## config.mk

```make
export PLATFORM = sky130hd
export DESIGN_NAME = fetch_stage
export DESIGN_NICKNAME = d
export VERILOG_FILES = /design/src/source/rv_isa_pkg.sv /design/src/source/pipe_pkg.sv /design/src/source/fetch_stage.sv
export VERILOG_INCLUDE_DIRS = /design/src /design/src/source
export SDC_FILE = /design/constraint.sdc
export NUM_CORES = 1
export LEC_CHECK = 0
export BUFFER_PORTS_ARGS = -buffer_cell sky130_fd_sc_hd__buf_4
export CAP_MARGIN = 30
export CORE_AREA = 2 2 97 99
export CTS_BUF_LIST = sky130_fd_sc_hd__clkbuf_8
export DETAILED_ROUTE_END_ITERATION = 10
export DIE_AREA = 0 0 99 101
export HOLD_SLACK_MARGIN = 0.15
export PLACE_DENSITY = 0.76
export RECOVER_POWER = 25
export SYNTH_ARGS = -nofsm -noshare
export SYNTH_HDL_FRONTEND = slang
export SYNTH_SLANG_ARGS = --single-unit
```

## constraint.sdc

```tcl
create_clock -name clk -period 3.1 [get_ports clk]
set_input_delay 0.62 -clock clk [delete_from_list [all_inputs] [get_ports clk]]
set_output_delay 0.62 -clock clk [all_outputs]
set_load 0.02 [all_outputs]
```

## src/source/rv_macros.svh

```systemverilog
// core width and constant macros
`ifndef RV_MACROS_SVH
`define RV_MACROS_SVH

// datapath and address width
`define XLEN 32

// register file geometry
`define REG_COUNT 32
`define REG_ADDR_W 5

// data memory depth in words
`define DMEM_WORDS 64

// a7 holds the ecall service code
`define ECALL_ARG_REG 17
`define HALT_CODE 10

// sequential pc increment
`define PC_STEP 4

`endif
```

## src/source/rv_isa_pkg.sv

```systemverilog
// rv32i subset encodings
`include "rv_macros.svh"

package rv_isa_pkg;

  typedef enum logic [6:0] {
    OP_R      = 7'b0110011,  // add sub and or xor slt
    OP_IMM    = 7'b0010011,  // addi andi ori xori
    OP_LOAD   = 7'b0000011,  // lw
    OP_STORE  = 7'b0100011,  // sw
    OP_BRANCH = 7'b1100011,  // beq bne
    OP_JAL    = 7'b1101111,
    OP_SYSTEM = 7'b1110011   // ecall only
  } opcode_e;

  typedef enum logic [2:0] {
    ALU_ADD, ALU_SUB, ALU_AND, ALU_OR, ALU_XOR, ALU_SLT
  } alu_op_e;

  typedef struct packed {
    logic [6:0]             funct7;
    logic [`REG_ADDR_W-1:0] rs2;
    logic [`REG_ADDR_W-1:0] rs1;
    logic [2:0]             funct3;
    logic [`REG_ADDR_W-1:0] rd;
    opcode_e                opcode;
  } r_fmt_t;

  typedef struct packed {
    logic [11:0]            imm;
    logic [`REG_ADDR_W-1:0] rs1;
    logic [2:0]             funct3;
    logic [`REG_ADDR_W-1:0] rd;
    opcode_e                opcode;
  } i_fmt_t;

  typedef struct packed {
    logic [6:0]             imm_hi;
    logic [`REG_ADDR_W-1:0] rs2;
    logic [`REG_ADDR_W-1:0] rs1;
    logic [2:0]             funct3;
    logic [4:0]             imm_lo;
    opcode_e                opcode;
  } s_fmt_t;

  // branch offset bits scattered, bit 0 implied
  typedef struct packed {
    logic                   imm12;
    logic [5:0]             imm10_5;
    logic [`REG_ADDR_W-1:0] rs2;
    logic [`REG_ADDR_W-1:0] rs1;
    logic [2:0]             funct3;
    logic [3:0]             imm4_1;
    logic                   imm11;
    opcode_e                opcode;
  } b_fmt_t;

  typedef struct packed {
    logic                   imm20;
    logic [9:0]             imm10_1;
    logic                   imm11;
    logic [7:0]             imm19_12;
    logic [`REG_ADDR_W-1:0] rd;
    opcode_e                opcode;
  } j_fmt_t;

  // one fetched word, five views
  typedef union packed {
    r_fmt_t r;
    i_fmt_t i;
    s_fmt_t s;
    b_fmt_t b;
    j_fmt_t j;
  } inst_u;

  typedef struct packed {
    logic    reg_write;
    logic    mem_read;
    logic    mem_write;
    logic    alu_src;    // imm as operand b
    logic    is_branch;
    logic    branch_ne;  // bne, else beq
    logic    is_jal;
    logic    is_halt;    // ecall with a7 == halt code
    alu_op_e alu_op;
  } ctrl_t;

endpackage

```

## src/source/pipe_pkg.sv

```systemverilog
// pipeline register records
`include "rv_macros.svh"

package pipe_pkg;

  typedef struct packed {
    logic             valid;
    logic [`XLEN-1:0] pc;
    logic [`XLEN-1:0] inst;
  } if_id_t;

  typedef struct packed {
    rv_isa_pkg::ctrl_t      ctrl;      // all zero means bubble
    logic [`XLEN-1:0]       pc;
    logic [`XLEN-1:0]       rs1_data;
    logic [`XLEN-1:0]       rs2_data;
    logic [`XLEN-1:0]       imm;
    logic [`REG_ADDR_W-1:0] rs1;
    logic [`REG_ADDR_W-1:0] rs2;
    logic [`REG_ADDR_W-1:0] rd;
  } id_ex_t;

  typedef struct packed {
    rv_isa_pkg::ctrl_t      ctrl;
    logic [`XLEN-1:0]       alu_out;     // also the load/store address
    logic [`XLEN-1:0]       store_data;
    logic [`REG_ADDR_W-1:0] rd;
    logic [`XLEN-1:0]       link;        // pc + 4 for jal
  } ex_mem_t;

endpackage

```

## src/source/fetch_stage.sv

```systemverilog
// instruction fetch
`include "rv_macros.svh"

module fetch_stage (
  input  logic               clk,
  input  logic               reset,
  input  logic               stall,
  input  logic               redirect,
  input  logic [`XLEN-1:0]   redirect_pc,
  output logic [`XLEN-1:0]   imem_addr,
  input  logic [`XLEN-1:0]   imem_data,
  output pipe_pkg::if_id_t   if_id
);
  logic [`XLEN-1:0] pc;

  assign imem_addr = pc;  // imem answers in the same cycle

  always_ff @(posedge clk) begin
    if (reset) begin
      pc          <= '0;
      if_id.valid <= 1'b0;
    end else if (redirect) begin  // taken branch/jal beats stall
      pc          <= redirect_pc;
      if_id.valid <= 1'b0;        // drop the wrong-path word
    end else if (!stall) begin
      pc    <= pc + `XLEN'(`PC_STEP);
      if_id <= '{valid: 1'b1, pc: pc, inst: imem_data};
    end
    // stalled: pc and if_id hold
  end
endmodule

```

==> results of run 1 <==
## area by class of cell
cell class / instances / area (um2)
well taps: 111 / 139
flip-flops and latches: 97 / 2580
clock inverters: 7 / 80.1
multi-input cells: 185 / 1160
clock buffers: 9 / 124
fillers: 734 / 3600
inverters: 10 / 37.5
repair buffers: 166 / 1260
## placed cells by master, fill, tap and decap left out, drive strengths merged, types with 2 or more instances in the layout
| master | count |
|---|---|
| a311oi | 11 |
| xnor2 | 6 |
| nand4 | 12 |
| mux2i | 3 |
| clkbuf | 41 |
| xor2 | 2 |
| a2111oi | 7 |
| nor2 | 35 |
| edfxtp | 64 |
| nand2 | 21 |
| and3 | 4 |
| nand3 | 8 |
| a211oi | 10 |
| nor3 | 5 |
| or3 | 13 |
| nor4 | 9 |
| inv | 13 |
| o31ai | 4 |
| or4 | 5 |
| a311o | 2 |
| and4 | 5 |
| nor2b | 2 |
| dfxtp | 33 |
| a21oi | 6 |
| clkinv | 3 |
| buf | 134 |
| o21ai | 6 |
## worst min path at each step
stage                                    startpoint                endpoint  slack, ns  depth (start not counted)
after detailed placement  imem_addr[0]$_SDFFE_PP0P_     if_id[32]$_DFFE_PP_       0.46                          0
after global routing                  imem_data[17]     if_id[17]$_DFFE_PP_       0.43                          1
after floorplan           imem_addr[0]$_SDFFE_PP0P_     if_id[32]$_DFFE_PP_       0.56                          0
after CTS                              imem_data[2]      if_id[2]$_DFFE_PP_       0.41                          1
final                                  imem_data[2]      if_id[2]$_DFFE_PP_       0.44                          1
after global placement       if_id[64]$_SDFFE_PP0N_  if_id[64]$_SDFFE_PP0N_       0.45                          1
## through the flow
step	util [%]	area, um2
final	59.9	5380
after global routing	59.9	5380
after CTS	59.9	5380
after detailed placement	57.6	5170
after global placement	57.6	5170
after floorplan	-	3830
## registers in the layout, summed over array words and instances (netlist names)
signal / count
if_id: 65
imem_addr: 32
## layer usage
| layer | GRT usage [%] | up-vias | share of wire [%] |
|---|---|---|---|
| li1 | - | 1513 | - |
| met1 | 27.0 | 1545 | 42 |
| met2 | 32.5 | 177 | 48 |
| met3 | 4.02 | 25 | 8.3 |
| met4 | 7.90 | 0 | 1.9 |
| met5 | 0 | - | 0 |
## worst max-delay path: stages, from the launching register on
cell	delay, ns
sky130_fd_sc_hd__dfxtp_1	0.48
sky130_fd_sc_hd__ha_1	0.22
sky130_fd_sc_hd__nand4_2	0.22
sky130_fd_sc_hd__or3_1	0.49
sky130_fd_sc_hd__or4_1	0.49
sky130_fd_sc_hd__a311oi_1	0.24
## power groups by stage
stage / Combinational (mW) / Sequential (mW) / Clock (mW)
finish: 0.334 / 1.51 / 0.853
global route: 0.356 / 1.52 / 0.917
CTS: 0.338 / 1.51 / 0.864
detailed placement: 0.337 / 1.54 / 0
global placement: 0.332 / 1.54 / 0
floorplan: 0.0808 / 1.60 / 0
## logic make-up after synthesis
group	share of synthesized area [%]
AND/OR/NAND/NOR	17.0
flip-flops	67.4
AO/OA/AOI/OAI	10.2
buffers and inverters	2.48
XOR/XNOR	1.83
multiplexers	0.783
adder cells (fa/ha/maj)	0.326
==> impl_metrics.py, run 1 <==
metrics = {
    "run_status": {
        "status": "finished clean",
    },
    "clock_network": {
        "cts.hold.buffers_added": 0,
        "clkSlewWorstSetupHoldPaths_ns": 0.10,
        "post_cts_resized": 0,
        "tritoncts_num_sinks": 97,
        "postCtsSetupBuffers": 0,
        "clock_path_buffers": 2,
        "tritoncts.num_buffers": 9,
        "tritoncts": "built",
        "clkLatencyLatePin_ns": 0.37,
        "h-tree-depth": 3,
        "cts-root-buf": "sky130_fd_sc_hd__clkbuf_8",
    },
    "route": {
        "vias_per_cell": 5.57,
        "drc_errors": 0,
        "final_antenna_net_count": 0,
        "number_of_detailed_route_iterations_in_the_first_pass": 5,
        "routed_wirelength_um": 10200,
        "avgRoutedWirePerCell_um": 17.4,
        "first_iter_violations": 281,
        "routed-via-count": 3260,
    },
    "global_routing": {
        "grt_remaining_overflow": 0,
        "grt_util_all_layers_pct": 20.2,
        "number_of_antenna_violations_at_the_first_check_in_global_routing": 0,
        "grt_start_max_net_pins": 46,
        "wire_length_of_the_first_global_routing_pass_um": 15800,
        "vias_in_the_first_global_route": 3072,
    },
    "floorplanning": {
        "die_width_um": 99,
        "design.die.area_um2": 10000,
        "rows": 35,
        "floorplan.initialDensity_pct": 42.7,
        "core_area_um2": 8980,
        "die-height_um": 101,
        "ios": 165,
    },
    "pwr": {
        "power.clock.fraction_pct": 31.7,
        "max-vdd-ir-drop_mv": 0.211,
        "power.sequential.fraction_pct": 56.0,
        "fin_total_pwr_mw": 2.70,
        "total_switching_power_mw": 0.712,
        "pwr_density_cell_nw_per_um2": 501,
        "power.share.combinational_pct": 12.4,
        "power_switching_share_pct": 26.4,
        "p_int_mw": 1.98,
        "cellLeakagePower_nw": 2.10,
    },
    "critical_path": {
        "timing.critical_path.arrival_ns": 2.52,
        "worst_ep_required_time_ns": 3.38,
        "worstSetupStartpoint": "imem_addr[2]$_SDFFE_PP0N_",
        "cp-endpoint": "imem_addr[24]$_SDFFE_PP0N_",
        "timing_worst_setup_path_type": "flop to flop",
        "timing.critical_path.from_type": "flop",
        "critical_path_peak_fanout": 8,
        "rr_endpoint": "imem_addr[24]$_SDFFE_PP0N_",
        "timing.reg2reg.worst_path_depth": 5,
        "critical_path.reg2reg.startpoint": "imem_addr[2]$_SDFFE_PP0N_",
        "r2r_setup_slack_ns": 0.86,
        "setup.worst_path.end_class": "flop",
    },
    "sta": {
        "slew_at_the_pin_closest_to_its_max_slew_limit_ns": 0.780,
        "fin_skew_ns": 0.0123,
        "final-max-slew-violation-count": 0,
        "count_of_final_setup_violators": 0,
        "timing.final.ws_setup_ns": 0.862,
        "fmax_mhz": 447,
        "setup_total_negative_slack_ns": 0,
        "finalHoldViolations": 0,
        "period_share_pct": 72.2,
        "finalWorstPathRequiredPeriod_ns": 2.24,
        "holdWs_ns": 0.437,
        "slew-limit-headroom_pct": 47.5,
        "rsz0062_at_grt": "no",
    },
    "run": {
        "max_cap_viol_count": 0,
    },
    "logic_synthesis": {
        "ys_seq_area_share_pct": 67.4,
        "yosys_most_used_dff": "sky130_fd_sc_hd__edfxtp_1",
        "synth.net_count": 376,
        "top_count_cell_post_synth": "sky130_fd_sc_hd__edfxtp_1",
        "ys_top_cells_by_count": "sky130_fd_sc_hd__edfxtp_1 (64), sky130_fd_sc_hd__nor2_1 (35), sky130_fd_sc_hd__dfxtp_1 (33)",
        "synth_top_cell_by_area": "sky130_fd_sc_hd__edfxtp_1",
        "async_sr_flop_fraction_pct": 0,
        "netlist-cell-type-count": 40,
        "yosys.area.top_type_share_pct": 50.1,
        "yosys-top-cells-area": "sky130_fd_sc_hd__edfxtp_1 (50%), sky130_fd_sc_hd__dfxtp_1 (17%), sky130_fd_sc_hd__nor2_1 (3.4%)",
        "synthesis.area_per_instance_um2": 12.5,
        "synth_enable_flop_cells": 64,
        "synth.cell_area_um2": 3830,
        "yosysWarningCount": 0,
        "synth_cells": 307,
        "synth_seq_cells": 97,
    },
    "placed_design": {
        "placed_cells": 569,
        "place_ws_ns": 0.725,
        "io_buffers": 164,
        "globalplace.congestion": 0.840,
        "dp.final_hpwl_um": 7290,
    },
    "finish": {
        "syn2layout_area_growth_pct": 40.3,
        "n_antenna_cell": 0,
        "finalNonFillerCells": 585,
        "nNetsFinal": 538,
        "layout-drive-gt1-share_pct": 39.2,
    },
    "min_path": {
        "timing.hold.worst.class": "primary input to flop",
    },
}
Power figures use the tool's default switching activity.
==> inputs of run 2 (changes only) <==
--- a/config.mk
+++ b/config.mk
@@ -13,7 +13,7 @@
 export DETAILED_ROUTE_END_ITERATION = 10
 export DIE_AREA = 0 0 99 101
 export HOLD_SLACK_MARGIN = 0.15
-export PLACE_DENSITY = 0.76
+export PLACE_DENSITY = 0.73
 export RECOVER_POWER = 25
 export SYNTH_ARGS = -nofsm -noshare
 export SYNTH_HDL_FRONTEND = slang
==> constraint.sdc (replaced) <==
create_clock -name clk -period 2.1 [get_ports clk]
set_input_delay 0.42 -clock clk [delete_from_list [all_inputs] [get_ports clk]]
set_output_delay 0.42 -clock clk [all_outputs]
set_load 0.02 [all_outputs]
==> run 2 against run 1 <==
Hold slack worse by 0.19 ns. Non-clock buffer count up 19. Power up 50%. Final area up 3.5%. Critical path type unchanged.
==> impl_metrics.py, run 2 (synthesis gave the netlist of run 1 again) <==
metrics = {
    "finish": {
        "n_antenna_cell": 0,
        "nNetsFinal": 557,
        "layout-drive-gt1-share_pct": 42.0,
        "fillCellCount": 750,
        "registers.top_by_ff_count": "if_id",
        "most-common-layout-cells": "sky130_fd_sc_hd__buf_4 (147), sky130_fd_sc_hd__edfxtp_1 (64), sky130_fd_sc_hd__nor2_1 (35)",
        "register_area_um2": 2580,
        "multi_input_area_um2": 1180,
        "syn2layout_area_growth_pct": 45.1,
        "layout_commonest_cell": "sky130_fd_sc_hd__buf_4",
        "postLayoutCellArea_um2": 5560,
        "max_reg_flops": 65,
    },
    "placed_design": {
        "globalplace.congestion": 0.857,
        "io_buffers": 164,
        "dp.final_hpwl_um": 7470,
        "placedInstanceArea_um2": 5330,
    },
    "min_path": {
        "timing.hold.worst.class": "primary input to flop",
        "hold_path_depth": 1,
    },
    "floorplanning": {
        "floorplan.initialDensity_pct": 42.7,
        "ios": 165,
        "core_area_um2": 8980,
        "rows": 35,
        "die_width_um": 99,
        "design.die.area_um2": 10000,
        "die-height_um": 101,
    },
    "route": {
        "drc_errors": 0,
        "first_iter_violations": 211,
        "number_of_detailed_route_iterations_in_the_first_pass": 4,
        "final_antenna_net_count": 0,
        "routed-via-count": 3248,
        "routed_wirelength_um": 10000,
        "vias_per_cell": 5.38,
        "avgRoutedWirePerCell_um": 16.6,
    },
    "pwr": {
        "cellLeakagePower_nw": 2.19,
        "pwr_density_cell_nw_per_um2": 729,
        "max-vdd-ir-drop_mv": 0.295,
    },
    "sta": {
        "fin_skew_ns": 0.0158,
        "slew_at_the_pin_closest_to_its_max_slew_limit_ns": 0.728,
        "finalHoldViolations": 0,
        "fmax_mhz": 512,
        "finalWorstPathRequiredPeriod_ns": 1.95,
        "setup_total_negative_slack_ns": 0,
        "count_of_final_setup_violators": 0,
        "holdWs_ns": 0.246,
        "slew-limit-headroom_pct": 51.4,
        "period_share_pct": 92.9,
        "final-max-slew-violation-count": 0,
    },
    "critical_path": {
        "r2r_setup_slack_ns": 0.15,
        "worst_ep_required_time_ns": 2.37,
        "timing.reg2reg.worst_path_depth": 5,
        "setup.worst_path.end_class": "flop",
        "timing.critical_path.arrival_ns": 2.22,
        "timing_worst_setup_path_type": "flop to flop",
        "critical_path_peak_fanout": 8,
        "timing.critical_path.from_type": "flop",
    },
    "clock_network": {
        "clkSlewWorstSetupHoldPaths_ns": 0.10,
        "h-tree-depth": 3,
        "cts-root-buf": "sky130_fd_sc_hd__clkbuf_8",
        "tritoncts": "built",
        "tritoncts_num_sinks": 97,
        "clkLatencyLatePin_ns": 0.36,
        "tritoncts.num_buffers": 9,
        "clock_path_buffers": 2,
    },
    "global_routing": {
        "grt_start_max_net_pins": 41,
        "number_of_antenna_violations_at_the_first_check_in_global_routing": 0,
        "wire_length_of_the_first_global_routing_pass_um": 15900,
        "grt_util_all_layers_pct": 20.1,
        "vias_in_the_first_global_route": 3188,
        "grt_remaining_overflow": 0,
    },
    "run_status": {
        "status": "finished clean",
    },
    "run": {
        "max_cap_viol_count": 0,
    },
}
==> run 2: changes by cell type in the layout (fill, tap and decap cells not counted), moves of 2 or more <==
| cell | delta |
|---|---|
| sky130_fd_sc_hd__clkinvlp_4 | +2 |
| sky130_fd_sc_hd__nor4_1 | -2 |
| sky130_fd_sc_hd__clkbuf_1 | +4 |
| sky130_fd_sc_hd__or3_4 | +3 |
| sky130_fd_sc_hd__buf_4 | +14 |
| sky130_fd_sc_hd__nor4_2 | +2 |
| sky130_fd_sc_hd__clkinv_4 | -3 |
| sky130_fd_sc_hd__or3_1 | -3 |
==> run 2: where the power goes <==
group / switching (mW) / internal, mW
registers: 0.0804 / 2.13
logic: 0.280 / 0.249
clock network: 0.643 / 0.673
==> run 2: layer usage <==
metal | part of all wire [%] | up-vias | track usage (%) | wire (um)
met3 | 8.5 | 14 | 4.79 | 851
met4 | 1.4 | 0 | 6.32 | 142
met1 | 42 | 1519 | 25.8 | 4190
met5 | 0 | - | 0 | 0
met2 | 48 | 162 | 33.8 | 4860
li1 | - | 1553 | - | -
==> run 2: cell type report <==
class / instances / area share, %
sequential: 97 / 46.4
timing repair buffer: 185 / 25.1
multi-input combinational: 185 / 21.3
tap: 111 / 2.50
clock buffer: 9 / 2.23
clock inverter: 7 / 1.69
inverter: 10 / 0.742
==> run 2: metrics by stage <==
step / total power [mW] / setup slack (ns) / cells / utilization (%)
after floorplan: 2.48 / -0.0278 / 307 / -
after global placement: 2.78 / 0.191 / 587 / 59.4
after detailed placement: 2.80 / 0.0845 / 587 / 59.4
after CTS: 4.09 / 0.0756 / 603 / 61.8
after global routing: 4.21 / -0.000931 / 604 / 62.0
final: 4.06 / 0.148 / 604 / 62.0
==> run 2: final timing paths <==
| path | startpoint | end |
|---|---|---|
| worst max-delay path | imem_addr[3]$_SDFFE_PP0N_ | imem_addr[26]$_SDFFE_PP0N_ |
| worst min-delay path | imem_data[30] | if_id[30]$_DFFE_PP_ |
| worst max register to register | imem_addr[3]$_SDFFE_PP0N_ | imem_addr[26]$_SDFFE_PP0N_ |
| worst min register to register | imem_addr[0]$_SDFFE_PP0P_ | if_id[32]$_DFFE_PP_ |
==> run 2: timing repair <==
item	in CTS	in global routing
setup buffers	0	1
hold buffers	0	0
resized for setup	0	6
setup endpoints to repair	0	5
endpoints found under the hold margin	0	0
==> run 2: worst max-delay path: stages, from the launching register on <==
cell and delay [ns]:
sky130_fd_sc_hd__dfxtp_2 0.40, sky130_fd_sc_hd__ha_1 0.20, sky130_fd_sc_hd__nand4_2 0.13, sky130_fd_sc_hd__or3_4 0.40
sky130_fd_sc_hd__or4_1 0.48, sky130_fd_sc_hd__a311oi_1 0.27
==> inputs of run 3 (changes only) <==
==> constraint.sdc (replaced) <==
create_clock -name clk -period 2.1 [get_ports clk]
set_input_delay 0.525 -clock clk [delete_from_list [all_inputs] [get_ports clk]]
set_output_delay 0.525 -clock clk [all_outputs]
set_load 0.02 [all_outputs]
==> run 3 against run 2 <==
Via count is 1.3% higher. Utilization rose by 0.70 points. Global-route usage down 0.34 points. Wire length increased by 0.54%. Final cell count up 1.2%. Sequential cell count stayed put. Critical endpoint is now imem_addr[20]$_SDFFE_PP0N_. Largest cell class unchanged.
==> impl_metrics.py, run 3 (synthesis gave the netlist of run 1 again) <==
metrics = {
    "sta": {
        "fin_skew_ns": 0.00984,
        "setup_total_negative_slack_ns": 0,
        "period_share_pct": 95.5,
        "finalHoldViolations": 0,
        "final-max-slew-violation-count": 0,
        "slew-limit-headroom_pct": 68.6,
        "count_of_final_setup_violators": 0,
        "fmax_mhz": 499,
        "slew_at_the_pin_closest_to_its_max_slew_limit_ns": 0.467,
        "finalWorstPathRequiredPeriod_ns": 2.01,
    },
    "global_routing": {
        "grt_remaining_overflow": 0,
        "wire_length_of_the_first_global_routing_pass_um": 15700,
        "vias_in_the_first_global_route": 3079,
        "number_of_antenna_violations_at_the_first_check_in_global_routing": 0,
        "grt_util_all_layers_pct": 19.8,
        "grt_start_max_net_pins": 34,
    },
    "critical_path": {
        "timing.critical_path.arrival_ns": 2.27,
        "max_stage_delay_ns": 0.53,
        "path_cells": "ha_1, nand4_2, or3_1, or4_1, a311oi_2",
        "worst_path_max_delay_cell": "sky130_fd_sc_hd__or4_1",
        "timing.critical_path.from_type": "flop",
        "critical_path.reg2reg.startpoint": "imem_addr[3]$_SDFFE_PP0N_",
        "worst_ep_required_time_ns": 2.36,
        "timing.reg2reg.worst_path_depth": 5,
        "rr_endpoint": "imem_addr[20]$_SDFFE_PP0N_",
        "critical_path_peak_fanout": 7,
        "timing_worst_setup_path_type": "flop to flop",
        "worstSetupStartpoint": "imem_addr[3]$_SDFFE_PP0N_",
        "setup.worst_path.end_class": "flop",
        "r2r_setup_slack_ns": 0.09,
    },
    "clock_network": {
        "tritoncts_num_sinks": 97,
        "tritoncts.num_buffers": 9,
        "cts.hold.buffers_added": 0,
        "tritoncts": "built",
        "postCtsSetupBuffers": 0,
        "cts-root-buf": "sky130_fd_sc_hd__clkbuf_8",
        "h-tree-depth": 3,
        "clock_path_buffers": 2,
        "clkLatencyLatePin_ns": 0.35,
        "clkSlewWorstSetupHoldPaths_ns": 0.10,
        "post_cts_resized": 0,
    },
    "pwr": {
        "cellLeakagePower_nw": 2.24,
        "max-vdd-ir-drop_mv": 0.430,
        "pwr_density_cell_nw_per_um2": 724,
        "fin_total_pwr_mw": 4.07,
    },
    "floorplanning": {
        "ios": 165,
        "rows": 35,
        "die_width_um": 99,
        "die-height_um": 101,
        "floorplan.initialDensity_pct": 42.7,
        "design.die.area_um2": 10000,
        "core_area_um2": 8980,
    },
    "finish": {
        "layout-drive-gt1-share_pct": 43.6,
        "syn2layout_area_growth_pct": 46.8,
        "most-common-layout-cells": "sky130_fd_sc_hd__buf_4 (158), sky130_fd_sc_hd__edfxtp_1 (64), sky130_fd_sc_hd__nor2_1 (35)",
        "nNetsFinal": 564,
        "layout_commonest_cell": "sky130_fd_sc_hd__buf_4",
        "fillCellCount": 714,
        "registers.top_by_ff_count": "if_id",
        "max_reg_flops": 65,
        "n_antenna_cell": 0,
        "finalNonFillerCells": 611,
    },
    "route": {
        "routed_wirelength_um": 10100,
        "final_antenna_net_count": 0,
        "first_iter_violations": 166,
        "drc_errors": 0,
        "number_of_detailed_route_iterations_in_the_first_pass": 4,
        "avgRoutedWirePerCell_um": 16.5,
        "vias_per_cell": 5.38,
        "routed-via-count": 3289,
    },
    "min_path": {
        "hold_path_depth": 1,
        "worstHoldStart": "imem_data[16]",
        "timing.hold.worst.class": "primary input to flop",
        "worstHoldEndpoint": "if_id[16]$_DFFE_PP_",
    },
    "placed_design": {
        "globalplace.congestion": 0.872,
        "io_buffers": 164,
        "placed_cells": 595,
        "dp.final_hpwl_um": 7510,
    },
    "run": {
        "max_cap_viol_count": 0,
    },
    "run_status": {
        "status": "finished clean",
    },
}
[run 3: cell count changes in the layout (fill, tap and decap cells not counted), moves of 2 or more]
cell	previous run	this run
sky130_fd_sc_hd__clkbuf_1	4	0
sky130_fd_sc_hd__dfxtp_1	32	30
sky130_fd_sc_hd__nor4_1	7	9
sky130_fd_sc_hd__nor4_2	2	0
sky130_fd_sc_hd__buf_4	147	158
sky130_fd_sc_hd__inv_6	2	0
[run 3: worst max-delay path by stage]
| stage | end | slack [ns] | cells after the start |
|---|---|---|---|
| 6_report | imem_addr[20]$_SDFFE_PP0N_ | 0.09 | 5 |
| 5_1_grt | imem_addr[20]$_SDFFE_PP0N_ | -0.008 | 5 |
| 4_1_cts | imem_addr[20]$_SDFFE_PP0N_ | 0.06 | 5 |
| 3_5_place_dp | imem_addr[26]$_SDFFE_PP0N_ | 0.05 | 4 |
| 3_3_place_gp | imem_addr[26]$_SDFFE_PP0N_ | 0.13 | 4 |
| 2_1_floorplan | imem_addr[29]$_SDFFE_PP0N_ | -0.13 | 6 |
[run 3: worst max-delay path: cells and delay by family, from the launching register on]
kind	cells	cell delay, ns
adder cells (fa/ha/maj)	1	0.18
AND/OR/NAND/NOR	3	1.08
flip-flops	1	0.39
AO/OA/AOI/OAI	1	0.27
[run 3: layout make-up]
| type | count | area (um2) | share of cell area (%) |
|---|---|---|---|
| sequential | 97 | 2590 | 46.0 |
| clock inverter | 7 | 95.1 | 1.69 |
| tap | 111 | 139 | 2.47 |
| inverter | 10 | 41.3 | 0.734 |
| multi-input combinational | 185 | 1170 | 20.8 |
| clock buffer | 9 | 124 | 2.20 |
| timing repair buffer | 192 | 1470 | 26.1 |
[run 3: power by group]
group          switching [mW]  internal (mW)  total [mW]
logic                   0.291          0.262       0.553
clock network           0.643          0.673        1.32
registers              0.0715           2.13        2.20
total                    1.01           3.07        4.07
[run 3: metrics by stage]
step	worst slack (ns)	utilization, %	hold slack (ns)	cell area [um2]
5_1_grt	-0.00804	62.7	0.349	5630
3_5_place_dp	0.0466	60.1	0.462	5390
6_report	0.0949	62.7	0.364	5630
3_3_place_gp	0.126	60.1	0.456	5390
2_1_floorplan	-0.133	-	0.550	3860
4_1_cts	0.0583	62.5	0.325	5610
[run 3: metal layers]
metal,track usage (%),vias up,part of all wire [%]
met2,32.3,159,49
met3,4.44,8,9.0
met5,0,-,0
met4,5.90,0,0.69
met1,26.5,1553,42
li1,-,1569,-
